<file path="src/verilog/isaPkg.sv">
// Instruction set package: field positions, register count, opcode values
package isaPkg;

   // Opcode field, bits 31 to 27
   localparam int opcodeLsb = 27;
   localparam int opcodeBits = 5;

   // Register fields, 4 bits each
   localparam int raLsb = 23;
   localparam int rbLsb = 19;
   localparam int rcLsb = 15;

   localparam int regIdxBits = 4;
   localparam int numRegs = 16;

   // Immediate C field, bits 18 to 0
   localparam int constBits = 19;

   // Load immediate: ra <- rb + C, or C alone when rb is R0
   localparam logic [opcodeBits-1:0] opLdi = 5'b00001;

endpackage

</file>
<file path="src/verilog/datapathPkg.sv">
// Datapath package: word width, ALU operation codes, register reset value
package datapathPkg;

   localparam int wordBits = 32;

   // ALU operation select
   localparam int aluOpBits = 3;

   localparam logic [aluOpBits-1:0] aluAdd = 3'd0;
   localparam logic [aluOpBits-1:0] aluSub = 3'd1;
   localparam logic [aluOpBits-1:0] aluAnd = 3'd2;
   localparam logic [aluOpBits-1:0] aluOr  = 3'd3;
   localparam logic [aluOpBits-1:0] aluShl = 3'd4;
   localparam logic [aluOpBits-1:0] aluShr = 3'd5;
   // Unary ops, bus operand only
   localparam logic [aluOpBits-1:0] aluNeg = 3'd6;
   localparam logic [aluOpBits-1:0] aluNot = 3'd7;

   // Value of every datapath register after reset
   localparam logic [wordBits-1:0] regResetValue = '0;

endpackage

</file>
<file path="src/verilog/selectEncode.sv">
// Register select and encode logic: IR field pick, write decode, base-address zero, C extend
`timescale 1ns/1ns

module selectEncode (
   input  logic [datapathPkg::wordBits-1:0]  ir,
   input  logic                              gra,
   input  logic                              grb,
   input  logic                              grc,
   input  logic                              rIn,
   input  logic                              rOut,
   input  logic                              baOut,
   output logic [isaPkg::numRegs-1:0]        regWrite,
   output logic [isaPkg::regIdxBits-1:0]     regIdx,
   output logic                              regOutEn,
   output logic                              baZero,
   output logic [datapathPkg::wordBits-1:0]  constExt
);

   logic [isaPkg::regIdxBits-1:0] selIdx;
   logic [isaPkg::numRegs-1:0]    oneHot;
   logic                          anySel;

   assign anySel = gra | grb | grc;

   // Field choice, ra first if more than one is raised
   always_comb begin
      selIdx = '0;
      if (gra) begin
         selIdx = ir[isaPkg::raLsb +: isaPkg::regIdxBits];
      end else if (grb) begin
         selIdx = ir[isaPkg::rbLsb +: isaPkg::regIdxBits];
      end else if (grc) begin
         selIdx = ir[isaPkg::rcLsb +: isaPkg::regIdxBits];
      end
   end

   assign oneHot   = {{(isaPkg::numRegs-1){1'b0}}, 1'b1} << selIdx;
   assign regWrite = (rIn && anySel) ? oneHot : '0;
   assign regIdx   = selIdx;

   // R0 reads as zero only as a base address
   assign baZero   = baOut && anySel && (selIdx == '0);
   assign regOutEn = (rOut || baOut) && anySel && !baZero;

   assign constExt = {{(datapathPkg::wordBits-isaPkg::constBits){ir[isaPkg::constBits-1]}},
                      ir[isaPkg::constBits-1:0]};

endmodule

</file>
<file path="config.mk">
export PLATFORM = sky130hd
export DESIGN_NAME = selectEncode
export DESIGN_NICKNAME = d
export VERILOG_FILES = /design/src/verilog/isaPkg.sv /design/src/verilog/datapathPkg.sv /design/src/verilog/selectEncode.sv
export SDC_FILE = /design/constraint.sdc
export NUM_CORES = 1
export LEC_CHECK = 0
export BUFFER_PORTS_ARGS = -buffer_cell sky130_fd_sc_hd__buf_2
export CAP_MARGIN = 20
export CORE_UTILIZATION = 26
export DETAILED_ROUTE_END_ITERATION = 8
export GPL_ROUTABILITY_DRIVEN = 0
export GPL_TIMING_DRIVEN = 0
export PLACE_DENSITY = 0.81
export SYNTH_ARGS = -nofsm -noshare
export SYNTH_HDL_FRONTEND = slang
export SYNTH_SLANG_ARGS = --single-unit
</file>
<file path="constraint.sdc">
create_clock -name vclk -period 1
set_input_delay 0.05 -clock vclk [all_inputs]
set_output_delay 0.05 -clock vclk [all_outputs]
set_load 0.02 [all_outputs]
</file>
After elaboration in Yosys (flattened, before gate mapping)
Cells that the tools add are included.
W data, S select, Z words.
Storage, ports and cells
  flip-flop bits (word level): 0
  input bits: 38
  output and inout port bits: 54
  word-level logic and storage cells: 15
Operators by class
  shift operators: 1
  mux-type cells: 4
  bitwise gates (word level): 2
  reductions and logical operators: 8
Operator list (count)
  $mux W16: 1
  $shl A1 B4 Y16 const A: 1
  $mux W4: 3
  $logic_and A1 B1 Y1: 5
  $logic_not A4 Y1: 1
  $or A1 B1 Y1: 2
  $logic_not A1 Y1: 1
  $logic_or A1 B1 Y1: 1

Depth between registers and ports, before layout
  depth after elaboration: 7
  gate-level depth with buffers: 6
  gate-level depth less buffers: 5

Worst setup path before layout
No wires, ideal clock.
  path type: input port to output port
  from: input gra
  to: output regWrite[5] (netlist name)
  arrival time: 1233 ps
  required time: 950 ps
  slack: -283 ps
  stages on the path: 6
  buffers on the path: 1
  path through: buf_6 > a21oi_1 > a22o_2 > inv_1 > or3_4 > nor2_1
Between the ends
  elaborated cells on any way between the ends: 6
  those cells by class: shift (1); mux (2); bitwise (2); reduce/logical (1)
RTL lines
  from (decl): line selectEncode.sv:6  | input logic gra,
  $mux W4: line selectEncode.sv:28  | if (gra) begin
  via regIdx (one bit): line selectEncode.sv:13  | output logic [isaPkg::regIdxBits-1:0] regIdx,
  $shl A1 B4 Y16: line selectEncode.sv:37  | assign oneHot = {{(isaPkg::numRegs-1){1'b0}}, 1'b1} << selIdx;
  $mux W16: line selectEncode.sv:38  | assign regWrite = (rIn && anySel) ? oneHot : '0;
  to (decl): line selectEncode.sv:12  | output logic [isaPkg::numRegs-1:0] regWrite,
The timed path passes the listed nets, and every way through them passes these cells.

Final worst setup path
  from: input grb
  to: output regWrite[8] (netlist name)
Between the ends
  word-level cells in the longest chain between the ends: 4
  elaborated cells on any way between the ends: 7
  those cells by class: shift (1); mux (3); bitwise (2); reduce/logical (1)
Ends and longest elaborated chain
  from (decl): line selectEncode.sv:7  | input logic grb,
  $mux W4 or $or A1 B1 Y1 (tied branches): line selectEncode.sv:30, selectEncode.sv:23
  $mux W4 or $or A1 B1 Y1 (tied branches): line selectEncode.sv:28, selectEncode.sv:23
  $shl A1 B4 Y16 or $logic_and A1 B1 Y1 (tied branches): line selectEncode.sv:37, selectEncode.sv:38
  $mux W16 (*): line selectEncode.sv:38
Mark *: on every way between the ends. The rest lies on a longest branch, timed or not.

==> flow_metrics.env <==
export IMPL_min_delay_path_class="in -> out"
export IMPL_vias=784
export IMPL_fin_crit_ns=1.305
export IMPL_end_kind="output port"
export IMPL_io_pins=92
export IMPL_critical_path_max_fanout=8
export IMPL_core_area_um2=1962
export IMPL_worst_pin_slew_ns=0.2265
export IMPL_final_design_area_no_fill_um2=1270
export IMPL_overflow=0
export IMPL_grt_first_pass_wirelength_um=2546
export IMPL_setup_violations_final=18
export IMPL_antenna_found_initial=0
export IMPL_fillCellCount=166
export IMPL_fin_tns_setup_ns=-4.415
export IMPL_drt_wl_total_um=1860
export IMPL_finalMaxSlewViolations=0
export IMPL_ys_seq_area_frac=0
export IMPL_io_buffers=71
export IMPL_peakVddDrop_v=0.0002709
export IMPL_synth_cell_types=20
export IMPL_place_area_um2=1077
export IMPL_cp_top_family="simple AND/OR/NAND/NOR gates"
export IMPL_setup_ws_ns=-0.3045
export IMPL_path_buf_inv=2
export IMPL_n_antenna_cell=0
export IMPL_critPathMaxStageDelay_ns=0.44
export IMPL_drive_gt1_frac=0.9172
export IMPL_pwr_density_cell_nw_per_um2=518.2
export IMPL_max_freq_ghz=0.7666
export IMPL_grt_pass1_vias=651
export IMPL_status="finished, violations left"
export IMPL_multi_input_area_um2=461.7
export IMPL_avgSynthCellArea_um2=6.435
export IMPL_rows=16
export IMPL_layout_common_cells="51 x buf_2, 39 x buf_4, 14 x nor2_4, 14 x buf_6"
export IMPL_slowest_stage="or3_4"
export IMPL_fin_nets=197
export IMPL_regArea_um2=0
export IMPL_holdPathStages=2
export IMPL_min_delay_start="ir[8]"
export IMPL_power_leakage_nw=0.6498
export IMPL_slew_headroom=0.8480
export IMPL_rsz0062_at_grt="true"
export IMPL_routed_via_density=4.261
export IMPL_drc=0
export IMPL_nClkBuffers=0
export IMPL_critical_path_required_ns=0.95
export IMPL_syn_inst=84
export IMPL_seq_cells=0
export IMPL_path_cells="buf_12 -> nand3b_1 -> a22o_4 -> or3_4 -> nor2_4 -> buf_6"
export IMPL_drt_pass1_iterations=2
export IMPL_cp_arrival_ns=1.25
export IMPL_ant_nets=0
export IMPL_area_growth_pct=135.0
export IMPL_die_w_um=47.60
export IMPL_die_y_um=47.60
export IMPL_dieArea_um2=2265
export IMPL_first_iter_violations=4
export IMPL_grt_max_degree=16
export IMPL_finalHoldViolCount=0
export IMPL_fin_crit_sh=1.305
export IMPL_maxCapViolations=0
export IMPL_wire_per_inst_um=10.11
export IMPL_yosys_warnings=0
export IMPL_initial_core_util=0.2755
export IMPL_dp_hpwl_um=1461
export IMPL_path_class="in -> out"
export IMPL_synthesis_nets=122
export IMPL_final_util=0.6473
export IMPL_final_common_cell="buf_2"
export IMPL_hold_path_end="constExt[8]"
export IMPL_violations="negative setup slack"
export IMPL_cp_start_kind="input pin"
export IMPL_placed_cells=182
export IMPL_final_cell_count_no_fill=184
export IMPL_synth_cell_area_um2=540.5
export IMPL_grtUsageTotal=0.1500
-- cells in the mapped netlist, drive strengths merged --
| cell | instances | share of area |
|---|---|---|
| o21ai | 1 | 0.0093 |
| nand3b | 4 | 0.056 |
| nand3 | 1 | 0.0093 |
| inv | 7 | 0.049 |
| nand2 | 5 | 0.035 |
| or3 | 5 | 0.097 |
| nor2b | 1 | 0.012 |
| nor3b | 1 | 0.014 |
| and2 | 1 | 0.014 |
| o221a | 1 | 0.021 |
| a21o | 1 | 0.016 |
| nor2 | 14 | 0.097 |
| a21oi | 4 | 0.037 |
| a22o | 3 | 0.051 |
| buf | 33 | 0.47 |
| nor3 | 2 | 0.019 |
-- where the power goes --
group | switching [mW] | leakage, nW | total [mW] | internal (mW)
clock | 0 | 0 | 0 | 0
sequential | 0 | 0 | 0 | 0
combinational | 0.358 | 0.650 | 0.658 | 0.300
-- through the flow --
step,total power [mW],hold slack (ns),worst slack (ns)
after floorplan,0.4178,0.2126,-0.1497
after global placement,0.5657,0.3175,-0.4240
after detailed placement,0.5750,0.3185,-0.4450
after CTS,0.6131,0.3185,-0.3440
after global routing,0.7078,0.3209,-0.3536
final,0.6580,0.3174,-0.3045
-- repair_timing --
action | 4_1_cts | 5_1_grt
hold buffers | 0 | 0
pin swaps | 7 | 8
buffers inserted | 1 | 1
endpoints found under the setup margin | 18 | 20
resized for setup | 31 | 21
-- metal layers --
layer,up-vias,routed length (um),track usage
met5,-,0,0
met4,0,0,0
met3,0,164,0
met2,58,1080,0.3397
met1,338,616,0.1578
li1,388,-,-
-- layout make-up --
cell class	count	area share
multi-input combinational	44	0.3635
buffer	33	0.2010
tap	27	0.02660
timing repair buffer	73	0.3823
inverter	7	0.02660
-- logic make-up (layout without fill, tap and decap cells) --
kind of cell | after synthesis | count (layout) | share of synthesized area
AO/OA/AOI/OAI | 10 | 10 | 0.1343
AND/OR/NAND/NOR | 34 | 34 | 0.3519
buffers and inverters | 40 | 113 | 0.5139
-- worst max path at each step --
stage          slack (ns)  cells past startpoint   start           end
2_1_floorplan       -0.15                      6     gra   regWrite[1]
3_3_place_gp        -0.42                      6     grb  regWrite[10]
3_5_place_dp        -0.45                      6  ir[18]  regWrite[10]
4_1_cts             -0.34                      6     grb  regWrite[12]
5_1_grt             -0.35                      6     grb  regWrite[10]
6_report            -0.30                      6     grb   regWrite[8]
Note: power is estimated with default switching activity, not from simulation.
