--- src/verilog/datapathPkg.sv ---
// Datapath package: word width, ALU operation codes, register reset value
package datapathPkg;

   localparam int wordBits = 32;

   // ALU operation select
   localparam int aluOpBits = 3;

   localparam logic [aluOpBits-1:0] aluAdd = 3'd0;
   localparam logic [aluOpBits-1:0] aluSub = 3'd1;
   localparam logic [aluOpBits-1:0] aluAnd = 3'd2;
   localparam logic [aluOpBits-1:0] aluOr  = 3'd3;
   localparam logic [aluOpBits-1:0] aluShl = 3'd4;
   localparam logic [aluOpBits-1:0] aluShr = 3'd5;
   // Unary ops, bus operand only
   localparam logic [aluOpBits-1:0] aluNeg = 3'd6;
   localparam logic [aluOpBits-1:0] aluNot = 3'd7;

   // Value of every datapath register after reset
   localparam logic [wordBits-1:0] regResetValue = '0;

endpackage

--- src/verilog/programRegisters.sv ---
// Program registers: PC with increment, IR, Y and the output port
`timescale 1ns/1ns

module programRegisters (
   input  logic                              Clock,
   input  logic                              arstN,
   input  logic [datapathPkg::wordBits-1:0]  busValue,
   input  logic                              pcIn,
   input  logic                              incPc,
   input  logic                              irIn,
   input  logic                              yIn,
   input  logic                              outportIn,
   output logic [datapathPkg::wordBits-1:0]  pcValue,
   output logic [datapathPkg::wordBits-1:0]  irValue,
   output logic [datapathPkg::wordBits-1:0]  yValue,
   output logic [datapathPkg::wordBits-1:0]  outportData
);

   always_ff @(posedge Clock or negedge arstN) begin
      if (!arstN) begin
         pcValue     <= datapathPkg::regResetValue;
         irValue     <= datapathPkg::regResetValue;
         yValue      <= datapathPkg::regResetValue;
         outportData <= datapathPkg::regResetValue;
      end else begin
         // Bus load takes precedence over increment
         if (pcIn) begin
            pcValue <= busValue;
         end else if (incPc) begin
            pcValue <= pcValue + 1'b1;
         end
         if (irIn) begin
            irValue <= busValue;
         end
         if (yIn) begin
            yValue <= busValue;
         end
         if (outportIn) begin
            outportData <= busValue;
         end
      end
   end

endmodule

--- config.mk ---
export PLATFORM = sky130hd
export DESIGN_NAME = programRegisters
export DESIGN_NICKNAME = d
export VERILOG_FILES = /design/src/verilog/datapathPkg.sv /design/src/verilog/programRegisters.sv
export SDC_FILE = /design/constraint.sdc
export NUM_CORES = 1
export LEC_CHECK = 0
export BUFFER_PORTS_ARGS = -buffer_cell sky130_fd_sc_hd__buf_4
export CAP_MARGIN = 25
export CORE_AREA = 2 2 120 122
export DETAILED_ROUTE_END_ITERATION = 8
export DIE_AREA = 0 0 122 124
export HOLD_SLACK_MARGIN = 0.05
export MAX_ROUTING_LAYER = met4
export PLACE_DENSITY = 0.65
export SETUP_SLACK_MARGIN = 0.02
export SLEW_MARGIN = 20
export SYNTH_ARGS = -nofsm -noshare
export SYNTH_HDL_FRONTEND = slang
export SYNTH_SLANG_ARGS = --single-unit
--- constraint.sdc ---
create_clock -name Clock -period 2.1 [get_ports Clock]
set_input_delay 0.42 -clock Clock [delete_from_list [all_inputs] [get_ports Clock]]
set_output_delay 0.42 -clock Clock [all_outputs]
set_load 0.1 [all_outputs]
### Yosys cells after proc, flatten, opt, wreduce, memory -nomap -nowiden

Index checks and enable logic that the tools add are counted.

| word-level totals | value |
|---|---|
| bits in registers | 128 |
| latch bits | 0 |
| RAM bits | 0 |
| memory bits (read-only) | 0 |
| output and inout port bits | 128 |
| logic and storage cells | 8 |
| memories | 0 |

| operators by class | value |
|---|---|
| add/sub/neg operators | 1 |
| multipliers | 0 |
| divide/modulo/power cells | 0 |
| order comparisons | 0 |
| equal/unequal tests | 0 |
| shift operators | 0 |
| multiplexer cells | 2 |
| bitwise operators | 0 |
| reductions and logical operators | 1 |

Operator list:

| cell | number |
|---|---|
| $mux 32 | 2 |
| $add 32x1->32 const B | 1 |
| $reduce_bool 2->1 | 1 |

### Depth between registers and ports, before layout

Gate-level depths: netlist of run 1.

| depth | value |
|---|---|
| depth after elaboration | 3 |
| mapped depth | 7 |

### Worst setup path before layout of run 1

Ideal clock, no wire load.

| path | value |
|---|---|
| path kind | register to register |
| start | register pcValue[0] in the netlist's numbering |
| end | register pcValue[28] in the netlist's numbering |
| setup time | 0.131 ns |
| arrival | 2.162 ns |
| data required time | 1.969 ns |
| slack | -0.193 ns |
| stages on the path, launching flop included | 8 |
| cell sequence | dfrtp_1 ha_1 and3_1 nand3_2 buf_6 nor4_4 xnor2_1 o21ai_1 |

| on the way | value |
|---|---|
| longest elaborated chain between the ends | 3 |

Ends and longest elaborated chain:

| element | RTL line | RTL |
|---|---|---|
| start: declaration | programRegisters.sv:13 | `output logic [datapathPkg::wordBits-1:0] pcValue,` |
| start signal: assignment | programRegisters.sv:21 | `pcValue <= datapathPkg::regResetValue;` |
| start signal: assignment | programRegisters.sv:28 | `pcValue <= busValue;` |
| start signal: assignment | programRegisters.sv:30 | `pcValue <= pcValue + 1'b1;` |
| $add 32x1->32 | programRegisters.sv:30 |  |
| $mux 32 | programRegisters.sv:29 | `end else if (incPc) begin` |
| $mux 32 | programRegisters.sv:27 | `if (pcIn) begin` |

Every way passes these cells. The select of a mux whose other input is x is not followed.
A chain may end at the register's enable or synchronous reset.

### Worst setup path in the final report of run 1

| path | value |
|---|---|
| start | register pcValue[0] in the netlist's numbering |
| end | register pcValue[30] in the netlist's numbering |

The elaborated chain is that of the path after synthesis.

==> results by group, run 1 <==
Run status
  – Outcome: finished, final reports clean

Clocking
  – Post-CTS Setup Bufs: 0
  – Clk buf depth: 2
  – Root Driver: clkbuf_16
  – CTS Buf Count: 17
  – Hold buffer count at CTS: 1
  – CTS tree: built
  – Resized cells post-CTS: 0
  – Clock Latency Late Sink: just over 0.4 ns
  – H-tree depth: 4
  – CTS Sinks: roughly 130
  – Clk slew on worst S/H paths: ~0.06 ns

Pwr
  – Power Density: about 1200 nW/µm²
  – Leakage power: between 3 and 4 nW
  – Peak VDD IR: approximately 0.00057 V

Routing
  – Via count: about 3.8k
  – Drt initial violations: 110
  – DR vias/cell: approximately 5.0
  – Avg WL per Cell: roughly 17 µm
  – DR DRC count: 0
  – Routed wire length: between 10000 and 15000 µm
  – Post-DRT Antenna Nets: 0
  – DR pass1 iterations: 4

Global route
  – Pin count of the biggest net entering global routing: between 40 and 50
  – Total Routing Usage GR: between 10% and 20%
  – First-pass GRT wire length: between 20000 and 25000 µm
  – Vias in the first global route: 4079
  – Initial antenna violation count: 0
  – Gr ovfl total: 0

Logic synthesis
  – Synth Area in Simple Gates: about a tenth
  – Async SR Flop Fraction: 100%
  – Synthesized netlist cell count: 406
  – Syn_nets: roughly 450
  – Synth area leader: dfrtp_1
  – Xor/xnor share of the synthesized area: between 4 and 5%
  – Ranking of synthesized cells by area: dfrtp_1 59%, mux2_2 20%, nand2_1 2.7%
  – Syn Area/Cell: ~13 µm²
  – Cell Area, Synth: roughly 5400 µm²
  – Synth Area in Adders: 0.232%
  – Synth top area share: between 50 and 60%
  – EDFF count, synth: 0
  – Yosys warnings: 0
  – Predominant post-synthesis flop cell: dfrtp_1
  – Post-synthesis compound-gate area fraction: between 3 and 4%
  – Mux share of post-synthesis cell area: roughly 20%
  – Yosys reg bits: 128
  – Sequential fraction of the synthesis area: between 50% and 60%
  – Yosys cell types: 36
  – Largest family of logic cells by synthesized area: multiplexers

Setup path
  – Top Family by Delay on Critical Path: simple AND/OR/NAND/NOR gates
  – Worst Path Required: between 2 and 2.5 ns
  – CP startpoint: pcValue[0]
  – Register-to-register setup slack: between 0.3 and 0.4 ns
  – CP max-delay cell: dfrtp_2
  – CP arrival: around 2.1 ns
  – R2r worst-path depth: 6
  – Critical path launch point type: flop
  – Bufs and invs on worst path: 0
  – Slowest cell delay on critical path: about 0.40 ns
  – Number of cells on the critical path: 6
  – WS Path Type: flop to flop
  – Crit path to: pcValue[30]
  – Worst path cell trace: ha_1 > and3_1 > nand3_2 > nor4_2 > xnor2_1 > o21ai_1
  – R2r endpoint: pcValue[30]
  – CP max FO: 11
  – Worst setup EP type: flop
  – FF-to-FF Start: pcValue[0]

Final layout
  – Filler cells: 1221
  – Register Area: 3230 µm²
  – Area Overhead vs Synth: 37.9%
  – Post-route insts no fill: approximately 770
  – N_diodes: 0
  – Area of the multi-input gates: about 2100 µm²
  – Share of layout cells above drive strength 1: 55.8%
  – Nets: a little over 600

STA
  – Final Hold Viols: 0
  – Slew Limit Fails: 0
  – RSZ-0062 raised after global routing: no
  – Clock skew: between 0.005 and 0.006 ns
  – Number of setup violations in the final report: 0
  – Fin crit period: about 1.8 ns
  – Setup TNS Final: 0 ns
  – Top achievable clock speed: ~560 MHz
  – Rel. slew slack: between 60% and 70%
  – Crit share post-route: between 80 and 90%
  – Slew @ Worst Pin: around 0.48 ns

Place
  – Placed insts: 733
  – Post-detail-place hpwl: roughly 9400 µm
  – PortBufs: between 150 and 200
  – RePlAce Congestion: 0.812

Hold path
  – Hold Path Depth: 3
  – Worst hold path type: primary input to flop

Die
  – Die footprint: between 15000 and 20000 µm²
  – Site Rows: between 40 and 50
  – Core area: 13700 µm²
  – Die Ht: 124 µm
  – Die X-Extent: between 100 and 150 µm
  – Starting Density: 39.4%
  – I/O pin total: 167

Run
  – Max-Cap Viols: 0
==> metal layers <==
metal	vias up	global-route usage, %	wire length [µm]
met4	0	6.90	183
met1	1917	23.3	5750
met5	-	-	0
met2	117	29.5	6430
li1	1770	-	-
met3	17	6.27	866
==> cells in the mapped netlist (all sizes together), types with 4 or more instances <==
master	number
o21ai	30
nor2	4
dfrtp	128
inv	4
nand3	11
xor2	13
nor3	5
nor4	5
xnor2	16
and4	5
mux2	96
buf	14
nand2	39
nand4	11
and3	5
clkbuf	9
==> sequential cells by signal (all words and copies together), names as in the netlist <==
| register | flops |
|---|---|
| outportData | 32 |
| irValue | 32 |
| pcValue | 32 |
| yValue | 32 |
==> final cells by class <==
type / count / share of cell area [%]
clock buffers: 27 / 6.75
repair buffers: 171 / 17.5
well taps: 180 / 3.02
multi-input cells: 251 / 27.8
clock inverters: 5 / 1.34
inverters: 4 / 0.202
flip-flops and latches: 128 / 43.4
==> worst min path at each step <==
stage                 startpoint  slack, ns          end
finish              busValue[11]       0.24  pcValue[11]
CTS                 busValue[11]       0.22  pcValue[11]
global placement           arstN       0.36   yValue[10]
floorplan                  arstN       0.12   irValue[0]
detailed placement         arstN       0.37   yValue[10]
global route        busValue[11]       0.24  pcValue[11]
==> cell families (layout without fill, tap and decap cells) <==
family / after synthesis / after routing
fa+ha+maj: 1 / 1
xor+xnor: 29 / 29
flops: 128 / 128
simple gates: 91 / 91
compound gates: 33 / 33
buf+inv: 27 / 207
mux: 97 / 97
==> worst register-to-register path, cell delays in order (launching register included) <==
cell and delay, ns:
dfrtp_2 0.40, ha_1 0.17, and3_1 0.23, nand3_2 0.29, nor4_2 0.36, xnor2_1 0.15
o21ai_1 0.07
==> per-stage QoR <==
stage | utilization [%] | power (mW) | hold slack (ns) | worst slack [ns] | instance area (µm²)
6_report | 54.3 | 8.71 | 0.240 | 0.302 | 7450
5_1_grt | 54.3 | 9.02 | 0.241 | 0.162 | 7450
4_1_cts | 54.3 | 8.79 | 0.225 | 0.262 | 7450
3_5_place_dp | 49.8 | 5.76 | 0.375 | 0.285 | 6840
3_3_place_gp | 49.8 | 5.73 | 0.361 | 0.297 | 6840
2_1_floorplan | - | 5.07 | 0.124 | 0.0666 | 5430
==> power by group <==
group          leakage [nW]  switching, mW  internal [mW]
logic                  1.53           2.20          0.590
clock network         0.296           1.01           1.99
registers              1.49          0.188           2.72
==> placed cells by master, fill, tap and decap left out, types with 4 or more instances in the layout <==
master	count
inv_1	4
nand4_1	8
dfrtp_1	106
dfrtp_2	22
mux2_2	96
xor2_1	13
clkbuf_1	6
xnor2_1	16
clkbuf_16	17
buf_4	168
nand3_1	10
and3_1	4
o21ai_1	7
o21ai_0	23
nor3_1	5
nor2_1	4
nand2_1	39
clkbuf_8	4
No activity file was read; power rests on OpenSTA's default activity.
==> run 2: changes to the inputs <==
==> constraint.sdc (replaced) <==
create_clock -name Clock -period 1.7 [get_ports Clock]
set_input_delay 0.34 -clock Clock [delete_from_list [all_inputs] [get_ports Clock]]
set_output_delay 0.34 -clock Clock [all_outputs]
set_load 0.1 [all_outputs]
==> results by group, run 2 (same netlist as run 1, synthesis figures left out) <==
Routing
  – Drt initial violations: 139 (+26%)
  – Post-DRT Antenna Nets: 0 (unchanged)
  – Routed wire length: 13800 µm (+4.6%)
  – Avg WL per Cell: 17.8 µm (+3.0%)
  – DR DRC count: 0 (unchanged)
  – DR pass1 iterations: 4 (unchanged)
  – Via count: 3912 (+2.4%)
  – DR vias/cell: 5.03 (+0.80%)

Pwr
  – Int Pwr: 6.45 mW (+22%)
  – Combinational share of power: 33.0% (+0.9 points)
  – Peak VDD IR: 0.000661 V (+16%)
  – P_sw: 4.20 mW (+23%)
  – Sequential share of power: 34.0% (+0.6 points)
  – Clock share of power: 33.0% (-1.5 points)
  – Leakage power: 3.41 nW (+2.7%)
  – Sw Share: 39.4% (+0.32 points)
  – Tot Pwr: 10.7 mW (+22%)
  – Power Density: 1380 nW/µm² (+18%)

STA
  – Clock skew: 0.0119 ns (+0.00613 ns)
  – Fin crit period: 1.63 ns (-0.170 ns)
  – Rel. slew slack: 64.5% (-3.5 points)
  – Crit share post-route: 95.8% (+10 points)
  – Final Hold Viols: 0 (unchanged)
  – Slew Limit Fails: 0 (unchanged)
  – Setup TNS Final: 0 ns (unchanged)
  – Slew @ Worst Pin: 0.532 ns (+0.0529 ns)
  – RSZ-0062 raised after global routing: yes
  – Fin worst setup slack: 0.0722 ns (-0.230 ns)
  – Number of setup violations in the final report: 0 (unchanged)
  – Top achievable clock speed: 614 MHz (+10%)

Die
  – Site Rows: 43 (unchanged)
  – Starting Density: 39.4% (unchanged)
  – Die X-Extent: 122 µm (unchanged)
  – Die footprint: 15100 µm² (unchanged)
  – I/O pin total: 167 (unchanged)
  – Core area: 13700 µm² (unchanged)
  – Die Ht: 124 µm (unchanged)

Setup path
  – Slowest cell delay on critical path: 0.44 ns (+0.04 ns)
  – Worst Path Required: 2.04 ns (-0.34 ns)
  – Worst path cell trace: and4_2 > and3_4 > nand4_4 > or4_1 > nand3_1
  – R2r worst-path depth: 5 (-1)
  – Worst setup EP type: flop
  – WS Path Type: flop to flop
  – CP arrival: 1.97 ns (-0.11 ns)
  – CP max FO: 5 (-6)
  – Register-to-register setup slack: 0.07 ns (-0.23 ns)
  – Critical path launch point type: flop
  – CP max-delay cell: dfrtp_4

Final layout
  – Post-layout util: 56.2% (+1.9 points)
  – Filler cells: 1181 (-3.3%)
  – Area Overhead vs Synth: 42.8%
  – Most frequent cells in the layout: 178 x buf_4, 99 x dfrtp_1, 96 x mux2_2, 39 x nand2_1, 22 x dfrtp_4
  – Nets: 625 (+2.0%)
  – N_diodes: 0 (unchanged)
  – Post-route cell area: 7710 µm² (+3.5%)
  – Share of layout cells above drive strength 1: 60.9% (+5.1 points)
  – Most common cell after layout, fill and taps aside: buf_4

Run
  – Max-Cap Viols: 0 (unchanged)

Clocking
  – Post-CTS Setup Bufs: 0 (unchanged)
  – Clk slew on worst S/H paths: 0.06 ns (about the same)
  – Clock Latency Late Sink: 0.42 ns (about the same)
  – H-tree depth: 4 (unchanged)
  – CTS Sinks: 128 (unchanged)
  – Clk buf depth: 2 (unchanged)
  – CTS tree: built
  – CTS Buf Count: 17 (unchanged)
  – Root Driver: clkbuf_16

Global route
  – Initial antenna violation count: 0 (unchanged)
  – First-pass GRT wire length: 21800 µm (+3.4%)
  – Total Routing Usage GR: 19.7% (+0.77 points)
  – Vias in the first global route: 4060 (-0.47%)
  – Pin count of the biggest net entering global routing: 66 (+40%)
  – Gr ovfl total: 0 (unchanged)

Hold path
  – Hold Path Depth: 3 (unchanged)
  – Worst hold path type: primary input to flop

Place
  – Placed cell areas: 7110 µm² (+4.0%)
  – RePlAce Congestion: 0.824 (+1.5%)
  – Post-detail-place hpwl: 9850 µm (+4.3%)
  – PortBufs: 166 (unchanged)
  – Dpl ws: 0.0657 ns (-0.219 ns)

Run status
  – Outcome: finished, final reports clean
## run 2: final timing paths
kind,startpoint,end
max,pcValue[5],pcValue[25]
min,busValue[8],pcValue[8]
max reg2reg,pcValue[5],pcValue[25]
min reg2reg,yValue[26],yValue[26]
max in group asynchronous,arstN,pcValue[17]
min in group asynchronous,arstN,irValue[28]
## run 2: metrics by stage
step           instances  hold slack [ns]
6_report             778            0.159
5_1_grt              778            0.156
4_1_cts              778            0.143
3_5_place_dp         745            0.234
3_3_place_gp         745            0.231
2_1_floorplan        406           0.0444
## run 2: per-layer routing
| layer | global-route usage (%) | vias up | share of wire [%] |
|---|---|---|---|
| met5 | - | - | 0 |
| met4 | 7.26 | 0 | 1.3 |
| met3 | 6.36 | 14 | 5.8 |
| met2 | 31.2 | 110 | 50 |
| met1 | 23.9 | 1992 | 43 |
| li1 | - | 1796 | - |
## run 2: worst max-delay path: cells and delay by family (launching register included)
| kind | cells | cell delay (ns) |
|---|---|---|
| flops | 1 | 0.44 |
| simple gates | 5 | 1.12 |
## run 2: repair_timing
| item | 4_1_cts | 5_1_grt |
|---|---|---|
| hold buffers | 1 | 0 |
| resized for setup | 0 | 7 |
| hold endpoints to repair | 15 | 0 |
| setup endpoints to repair | 0 | 7 |
## run 2: cell type report
type	instances	area, µm²	share of cell area [%]
inverters	4	15.0	0.195
clock inverters	6	80.1	1.04
well taps	180	225	2.92
multi-input cells	251	2180	28.3
repair buffers	183	1420	18.4
clock buffers	26	499	6.47
flip-flops and latches	128	3290	42.7
## run 2: power by group through the flow
stage	Combinational, mW	Clock (mW)	Sequential, mW
4_1_cts	3.54	3.62	3.62
6_report	3.52	3.51	3.62
3_5_place_dp	3.54	0	3.67
5_1_grt	3.63	3.76	3.66
3_3_place_gp	3.51	0	3.65
2_1_floorplan	0.434	0	5.88
