<file path="src/verilog/isaPkg.sv">
// Instruction set package: field positions, register count, opcode values
package isaPkg;

   // Opcode field, bits 31 to 27
   localparam int opcodeLsb = 27;
   localparam int opcodeBits = 5;

   // Register fields, 4 bits each
   localparam int raLsb = 23;
   localparam int rbLsb = 19;
   localparam int rcLsb = 15;

   localparam int regIdxBits = 4;
   localparam int numRegs = 16;

   // Immediate C field, bits 18 to 0
   localparam int constBits = 19;

   // Load immediate: ra <- rb + C, or C alone when rb is R0
   localparam logic [opcodeBits-1:0] opLdi = 5'b00001;

endpackage

</file>
<file path="src/verilog/datapathPkg.sv">
// Datapath package: word width, ALU operation codes, register reset value
package datapathPkg;

   localparam int wordBits = 32;

   // ALU operation select
   localparam int aluOpBits = 3;

   localparam logic [aluOpBits-1:0] aluAdd = 3'd0;
   localparam logic [aluOpBits-1:0] aluSub = 3'd1;
   localparam logic [aluOpBits-1:0] aluAnd = 3'd2;
   localparam logic [aluOpBits-1:0] aluOr  = 3'd3;
   localparam logic [aluOpBits-1:0] aluShl = 3'd4;
   localparam logic [aluOpBits-1:0] aluShr = 3'd5;
   // Unary ops, bus operand only
   localparam logic [aluOpBits-1:0] aluNeg = 3'd6;
   localparam logic [aluOpBits-1:0] aluNot = 3'd7;

   // Value of every datapath register after reset
   localparam logic [wordBits-1:0] regResetValue = '0;

endpackage

</file>
<file path="src/verilog/registerFile.sv">
// General register file: 16 slots with one-hot write and indexed read
`timescale 1ns/1ns

module registerFile (
   input  logic                              Clock,
   input  logic                              arstN,
   input  logic [isaPkg::numRegs-1:0]        regWrite,
   input  logic [isaPkg::regIdxBits-1:0]     regIdx,
   input  logic [datapathPkg::wordBits-1:0]  busValue,
   output logic [datapathPkg::wordBits-1:0]  regValue
);

   logic [datapathPkg::wordBits-1:0] slotValue [isaPkg::numRegs];

   // One register per slot, loaded from the bus
   for (genvar i = 0; i < isaPkg::numRegs; i++) begin : gSlot
      logic [datapathPkg::wordBits-1:0] slotQ;

      always_ff @(posedge Clock or negedge arstN) begin
         if (!arstN) begin
            slotQ <= datapathPkg::regResetValue;
         end else if (regWrite[i]) begin
            slotQ <= busValue;
         end
      end

      assign slotValue[i] = slotQ;
   end

   // Read side, gated onto the bus by busMux
   assign regValue = slotValue[regIdx];

endmodule

</file>
<file path="config.mk">
export PLATFORM = sky130hd
export DESIGN_NAME = registerFile
export DESIGN_NICKNAME = d
export VERILOG_FILES = /design/src/verilog/isaPkg.sv /design/src/verilog/datapathPkg.sv /design/src/verilog/registerFile.sv
export SDC_FILE = /design/constraint.sdc
export NUM_CORES = 1
export LEC_CHECK = 0
export ABC_AREA = 0
export ABC_CLOCK_PERIOD_IN_PS = 5830
export BUFFER_PORTS_ARGS = -buffer_cell sky130_fd_sc_hd__buf_2
export CELL_PAD_IN_SITES_DETAIL_PLACEMENT = 2
export CELL_PAD_IN_SITES_GLOBAL_PLACEMENT = 2
export CORE_ASPECT_RATIO = 1.75
export CORE_MARGIN = 1
export CORE_UTILIZATION = 45
export CTS_BUF_LIST = sky130_fd_sc_hd__clkbuf_2
export DETAILED_ROUTE_END_ITERATION = 10
export PLACE_DENSITY_LB_ADDON = 0.1
export SYNTH_ARGS = -nofsm -noshare
export SYNTH_HDL_FRONTEND = slang
export SYNTH_SLANG_ARGS = --single-unit
</file>
<file path="constraint.sdc">
create_clock -name Clock -period 5.83 [get_ports Clock]
set_clock_uncertainty 0.15 [all_clocks]
set_input_delay 1.166 -clock Clock [delete_from_list [all_inputs] [get_ports Clock]]
set_output_delay 1.166 -clock Clock [all_outputs]
set_load 0.005 [all_outputs]
</file>
* After elaboration in Yosys (flattened, before gate mapping)
Cells that the tools add are included.
** Storage, ports and cells
- Register bits :: 512
- Latch bits :: 0
- Bits in writable memories :: 0
- Bits in read-only memories :: 0
- Bits of input ports :: 54
- Output and inout port bits :: 32
- Word-level logic and storage cells :: 21
- Memories :: 0
** Cells by class
- Add/subtract/negate cells :: 0
- $mul :: 0
- Div/mod/pow operators :: 0
- Order comparisons :: 1
- Eq/ne operators :: 0
- Shift operators :: 0
- Mux-type cells :: 3
- Bitwise operators :: 1
- Reductions and logical operators :: 0
** Operators by type and width (number)
- $bmux 32 s4 :: 1
- $mux 32 :: 2
- $ge 5x5->1 const B :: 1
- $not 4->5 :: 1

* Longest topological paths before layout
Gate-level depths: netlist of the first run.
- Depth after elaboration :: 4
- Gate-level depth with buffers :: 5
- Depth with buffers taken out :: 3

* Worst setup path after synthesis of the first run
OpenSTA, ideal clock, no wires.
- Path type :: input-to-output
- Start :: in regIdx[0] (netlist bit)
- End :: out regValue[0] (netlist bit)
- Data arrival time :: 2.362 ns
- Required time :: 4.514 ns
- Setup slack :: 2.152 ns
- Stages on the path :: 5
- Path through :: buf_2 buf_2 mux4_2 a22oi_1 nand2_1
** Between the ends
- Word-level cells in the longest chain between the ends :: 4
** RTL lines
- from (decl) :: RTL line registerFile.sv:8 : input logic [isaPkg::regIdxBits-1:0] regIdx,
- $not 4->5 (not written as such) :: RTL line registerFile.sv:31 : assign regValue = slotValue[regIdx];
- $bmux 32 s4 :: RTL line registerFile.sv:31
- $mux 32 (not written as such) (2 in series) :: RTL line registerFile.sv:31
- to (decl) :: RTL line registerFile.sv:10 : output logic [datapathPkg::wordBits-1:0] regValue
Every way passes these cells. The select of a mux whose other input is x is not followed.

* Worst setup path after layout of the first run
- Start :: in regIdx[0] (netlist bit)
- End :: out regValue[3] (netlist bit)
The elaborated chain is that of the path after synthesis.

==> results of run 1 <==
[synth_stat cells]
| cell type | instances |
|---|---|
| buf_4 | 9 |
| clkbuf_1 | 65 |
| nand2_1 | 32 |
| and2_1 | 1 |
| mux2_2 | 512 |
| buf_1 | 58 |
| nor2b_1 | 2 |
| mux4_2 | 128 |
| a22oi_1 | 64 |
| buf_2 | 7 |
| nor2_1 | 1 |
| dfrtp_1 | 512 |
[per-layer routing]
| layer | track usage [%] | share of wire (%) | vias to the layer above |
|---|---|---|---|
| met2 | 43.6 | 53 | 268 |
| met3 | 4.12 | 3.8 | 101 |
| met5 | 0 | 0.056 | - |
| met1 | 32.4 | 41 | 7174 |
| met4 | 8.25 | 2.2 | 6 |
| li1 | - | - | 5468 |
[through the flow]
step / setup slack [ns] / total power [mW] / instances / util [%]
global placement: 1.29 / 5.23 / 2034 / 47.8
floorplan: 2.15 / 4.86 / 1391 / -
detailed placement: 1.30 / 5.31 / 2034 / 47.8
CTS: 1.28 / 7.77 / 2251 / 50.2
global route: 1.16 / 8.04 / 2253 / 50.2
finish: 1.34 / 7.63 / 2253 / 50.2
[layout make-up]
class | instances | area, sq um | share of cell area, %
flip-flops and latches | 512 | 12800 | 51.5
multi-input cells | 740 | 9300 | 37.4
well taps | 660 | 826 | 3.32
clock buffers | 164 | 821 | 3.30
repair buffers | 123 | 802 | 3.22
clock inverters | 52 | 315 | 1.27
diodes | 2 | 5.00 | 0.0201
[logic make-up (layout without fill, tap and decap cells)]
family	after synthesis	after routing	share of synthesized area (%)
compound gates	64	64	2.12
buf+inv	139	339	2.49
flops	512	512	56.6
mux	640	640	38.2
other cells	0	2	0
simple gates	36	36	0.630
[how the worst max path moves through the flow]
stage / slack (ns) / depth (start not counted) / to / from
after floorplan: 2.15 / 5 / regValue[0] / regIdx[0]
after global placement: 1.29 / 6 / regValue[2] / regIdx[0]
after detailed placement: 1.30 / 6 / regValue[3] / regIdx[0]
after CTS: 1.28 / 6 / regValue[31] / regIdx[0]
after global routing: 1.16 / 6 / regValue[31] / regIdx[0]
final: 1.34 / 6 / regValue[3] / regIdx[0]
[what timing repair did]
action                                 CTS  global route
hold buffers                             1             0
endpoints found under the hold margin   92             0
setup buffers                            0             0
resized for setup                        0             0
[critical path, stage by stage]
cell and delay, ns:
buf_8 0.44, buf_4 0.48, mux4_2 0.56, a22oi_1 0.21, nand2_1 0.10, buf_2 0.15
[power by group through the flow]
stage	sequential (mW)	clock, mW	combinational, mW
detailed placement	4.16	0	1.15
global route	4.13	2.69	1.22
global placement	4.13	0	1.11
floorplan	4.08	0	0.777
CTS	4.09	2.52	1.15
finish	4.09	2.41	1.13
==> parameters.txt, run 1 <==
Parameter                              Value

Run status
  Outcome    finished clean

Placement
  Global placement routability congestion    around 0.71
  Placed inst area    between 20000 and 25000 sq um
  Input/output buffers    between 80 and 90
  Detail Placement HPWL    33.2 mm

Pwr
  Combinational share of power    between 10% and 20%
  Clock network fraction of design power    a little under a third
  Power Internal    approximately 5.5 mW
  Reported net switching power    about 2.2 mW
  Reported leakage power    10.5 nW
  Total power per unit cell area    roughly 300 nW/um^2
  VDD IR max    between 0.15 and 0.2 mV
  Part of the total power dissipated in sequential elements    approximately 54%
  Sw Share    between 20% and 30%

Die
  Die area    roughly 51000 sq um
  Die W    between 150 and 200 microns
  Number of cell rows    approximately 110
  IO Count    86
  Standard cell core area    roughly 50000 sq um
  Die Y    299 microns
  Starting utilization of the core area    between 40% and 50%

Cells and area
  Area Overhead vs Synth    9.84%
  Nets    between 1500 and 2000
  Register containing the most flip-flops in the final layout    gSlot.slotQ
  Filler cell count in the final layout    4653
  Registers with the most flip-flops    gSlot.slotQ: 512 flops
  Final Instance Area    between 20000 and 25000 sq um
  Fraction of final layout cells sized beyond drive strength 1    between 50 and 60%
  Largest register FFs    roughly 510
  Commonest non-fill, non-tap cells in the layout    512 x mux2_2, 512 x dfrtp_1, 164 x clkbuf_2

Clock network
  Clock tree root driver cell    clkbuf_2
  Clock buffers created by TritonCTS    roughly 120
  Clock tree from TritonCTS    yes
  H-tree levels    3
  Later-pin clock latency in the skew report    about 1.1 ns
  Clock tree sinks    roughly 510
  CTS Buffer Depth    3
  Clock slew at the register clock pins of the worst setup and hold paths    0.12 ns

Detailed routing
  1st-iter DRT viols    612
  Average wire length per cell after detail routing    about 27 microns
  Via-to-Cell Ratio    slightly below 6
  Total number of vias    13000
  First-pass iteration count of the detailed router    4
  Antenna Nets Post-Route    0
  Detailed Route WL    ~61 mm
  DRC errors left    0

Timing
  Post-Route Hold Slack    0.357 ns
  Final TNS setup    0 ns
  Maximum clock frequency    ~220 MHz
  Headroom to the max-slew limit    between 30% and 40%
  Final setup vio count    0
  Unrepaired setup endpoints after global routing    no
  Actual slew at the worst max-slew pin    0.980 ns
  Final hold vios    0
  Post-route clock period utilization    roughly three quarters
  Number of max-slew violations in the final report    0
  Final period demand of the worst path    ~4.5 ns

Min path
  Worst Hold Path EP    gSlot[1].slotQ[22]
  Min-delay worst type    input pin to flip-flop
  HP Start    busValue[22]
  Worst hold path stage count    2

Logic synthesis
  Post-synth cell types    12
  Post-synthesis sequential area ratio    between 50% and 60%
  Flop and latch count out of synthesis    around 510
  Area contributors post-synth    dfrtp_1 57%, mux2_2 25%, mux4_2 13%
  Mean instance size in the synthesized netlist    between 15 and 20 sq um
  Area fraction of the dominant cell type after synthesis    around 57%
  Synthesized netlist net count    1445
  Count of mapped cells out of synthesis    1391
  Synth area leader    dfrtp_1
  Summed instance area of the synthesized netlist    ~23000 sq um
  Count of yosys warnings during synthesis    0

Critical path
  Type of the worst setup path    input pin to primary output
  Capturing point of the worst reg2reg path    gSlot[3].slotQ[7]
  Setup crit end kind    primary output
  Register-to-Register Setup Slack    between 4 and 5 ns
  Reg-to-reg critical path startpoint    gSlot[3].slotQ[7]
  Critical Path AT    3.17 ns
  Nature of the critical path startpoint    input pin
  Reg2Reg Depth    1
  Crit path max fanout    between 40 and 50
  Data required time at the worst endpoint    roughly 4.5 ns

Global route
  Overall track demand over capacity in global routing    around 25%
  First-pass GRT wire length    ~94 mm
  Maximum number of pins on one net before global-route repair    around 120
  Number of antenna violations at the first check in global routing    5
  Number of global-route vias before repair    between 15000 and 20000
  Total global routing overflow    0

Run
  Number of max-cap violations    0
Power figures use the tool's default switching activity.
==> run 2: changes to the inputs <==
ABC_CLOCK_PERIOD_IN_PS = 3900   (was 5830)
CORE_UTILIZATION = 44   (was 45)
clock period = 3.9 ns   (was 5.83 ns; I/O delays follow)
==> run 2 against run 1 <==
Effect of this change:
- critical path depth fell by 2
- total power rose by 55%
- sequential share of layout area fell by 1.7 points
- clock power rose by 64%
- hold slack got worse by 0.19 ns
- non-clock buffer count rose by 61
- final cell count rose by 3.5%
- sequential cell count did not move
- via count rose by 2.5%
- setup slack got worse by 1.0 ns
- core utilization rose by 0.52 points
- critical path type is now flip-flop to primary output
- largest cell class unchanged
==> parameters.txt, run 2 (synthesis results as in run 1) <==
Parameter                              Value

Run status
  Outcome    finished clean

Detailed routing
  DRC errors left    0 (unchanged)
  Total number of vias    13300 (+2.5%)
  Antenna Nets Post-Route    0 (unchanged)
  1st-iter DRT viols    651 (+6.4%)
  Average wire length per cell after detail routing    27.1 microns (-0.29%)
  Via-to-Cell Ratio    5.73 (-0.90%)
  Detailed Route WL    63.1 mm (+3.2%)
  First-pass iteration count of the detailed router    4 (unchanged)

Clock network
  Clock slew at the register clock pins of the worst setup and hold paths    0.10 ns (-0.02 ns)
  Clock tree root driver cell    clkbuf_2
  Clock buffers created by TritonCTS    130 (+9.2%)
  Clock tree from TritonCTS    yes
  Resize count post-CTS    0 (unchanged)
  Number of hold buffers added after CTS    39 (+38)
  Clock tree sinks    512 (unchanged)
  Later-pin clock latency in the skew report    1.13 ns (+0.05 ns)
  Post CTS Setup Buffer Count    0 (unchanged)
  CTS Buffer Depth    3 (unchanged)
  H-tree levels    4 (+1)

Global route
  GR met1 Demand/Resource    32.0% (-0.41 points)
  Overall track demand over capacity in global routing    25.5% (+0.14 points)
  Grt met2 use    44.0% (+0.47 points)
  Number of antenna violations at the first check in global routing    2 (-3)
  Total global routing overflow    0 (unchanged)
  First-pass GRT wire length    97.9 mm (+3.8%)
  Met3 Resource Use GR    4.32% (+0.21 points)
  Maximum number of pins on one net before global-route repair    101 (-14%)
  Number of global-route vias before repair    15900 (+2.9%)
  Top Usage Layer GRT    met2

Cells and area
  Sequential Area    12800 sq um (unchanged)
  Nets    1622 (+4.6%)
  Multi-input gate area in the final layout    9300 sq um (unchanged)
  Registers with the most flip-flops    gSlot.slotQ: 512 flops
  Largest register FFs    512 (unchanged)
  Final instance count without filler cells    2331 (+3.5%)
  Area Overhead vs Synth    13.5%
  Fraction of the core area covered by cells at the end of the flow    50.7% (+0.52 points)
  Commonest non-fill, non-tap cells in the layout    512 x mux2_2, 512 x dfrtp_1, 196 x clkbuf_2
  Filler cell count in the final layout    4739 (+1.8%)
  Fraction of final layout cells sized beyond drive strength 1    59.8% (+0.18 points)
  Register containing the most flip-flops in the final layout    gSlot.slotQ

Timing
  Final TNS setup    0 ns (unchanged)
  Final hold vios    0 (unchanged)
  Actual slew at the worst max-slew pin    0.906 ns (-0.0741 ns)
  Headroom to the max-slew limit    39.4% (+4.7 points)
  Maximum clock frequency    ~280 MHz
  Post-route clock period utilization    91.7%
  Unrepaired setup endpoints after global routing    no
  Final worst setup slack    0.324 ns (-1.02 ns)
  Final setup vio count    0 (unchanged)
  Final period demand of the worst path    3.58 ns
  Number of max-slew violations in the final report    0 (unchanged)

Placement
  Global placement routability congestion    0.717 (+1.5%)
  Detail Placement HPWL    36.0 mm (+8.3%)
  Dpl ws    0.496 ns (-0.805 ns)
  Number of instances in the placed design    2063 (+1.4%)
  Input/output buffers    85 (unchanged)

Pwr
  Reported leakage power    10.9 nW (+4.0%)
  Total power per unit cell area    460 nW/um^2 (+50%)
  Total chip power    11.8 mW (+55%)
  VDD IR max    0.216 mV (+39%)

Die
  Die Y    302 microns (+1.1%)
  Die area    52400 sq um (+2.3%)
  Starting utilization of the core area    44.6% (-1.0 points)
  Die W    174 microns (+1.1%)
  Number of cell rows    109 (+0.93%)
  Standard cell core area    50700 sq um (+2.3%)
  IO Count    86 (unchanged)

Critical path
  Nature of the critical path startpoint    flip-flop
  Type of the worst setup path    flip-flop to primary output
  Critical Path AT    2.65 ns (-0.52 ns)
  Data required time at the worst endpoint    2.97 ns (-1.54 ns)
  Setup crit end kind    primary output
  Crit path max fanout    2 (-95%)

Run
  Number of max-cap violations    0 (unchanged)

Min path
  Min-delay worst type    input pin to flip-flop
## run 2: cell count changes in the layout (fill, tap and decap cells not counted), sizes merged, moves of 2 or more
cell | previous run | this run
dlygate4sd3 | 1 | 39
clkbuf | 164 | 196
buf | 122 | 145
clkinv | 45 | 22
bufinv | 4 | 6
## run 2: final cells by class
cell class | instances | area share, %
clock inverters | 31 | 1.09
clock buffers | 196 | 3.82
flip-flops and latches | 512 | 49.8
well taps | 666 | 3.24
multi-input cells | 740 | 36.2
repair buffers | 184 | 5.85
diodes | 2 | 0.0195
## run 2: power by group
| group | internal [mW] | total (mW) | switching [mW] |
|---|---|---|---|
| clock | 1.72 | 3.96 | 2.24 |
| sequential | 5.83 | 6.11 | 0.276 |
| combinational | 0.957 | 1.76 | 0.807 |
## run 2: path summary, 6_finish.rpt
kind / startpoint / to / slack (ns) / cells past startpoint
setup / recovery: gSlot[8].slotQ[3] / regValue[3] / 0.32 / 4
hold / removal: regWrite[4] / gSlot[4].slotQ[6] / 0.17 / 2
setup reg to reg: gSlot[14].slotQ[7] / gSlot[14].slotQ[7] / 2.43 / 2
hold reg to reg: gSlot[6].slotQ[8] / gSlot[6].slotQ[8] / 0.36 / 1
max in group asynchronous: arstN / gSlot[9].slotQ[30] / 1.32 / 4
min in group asynchronous: arstN / gSlot[10].slotQ[29] / 0.60 / 3
## run 2: per-layer routing
layer	up-vias	share of wire [%]
met2	309	52
met4	0	2.5
li1	5596	-
met1	7321	42
met5	-	0
met3	121	3.8
## run 2: critical path: stages, from the launching register on
cell and delay, ns:
dfrtp_1 0.40, mux4_2 0.46, a22oi_1 0.34, nand2_1 0.15, buf_2 0.16
## run 2: through the flow
| stage | hold WS [ns] | instance area [sq um] |
|---|---|---|
| floorplan | 0.325 | 22600 |
| global placement | 0.334 | 24100 |
| detailed placement | 0.341 | 24100 |
| CTS | 0.0162 | 25700 |
| global route | 0.0492 | 25700 |
| finish | 0.169 | 25700 |
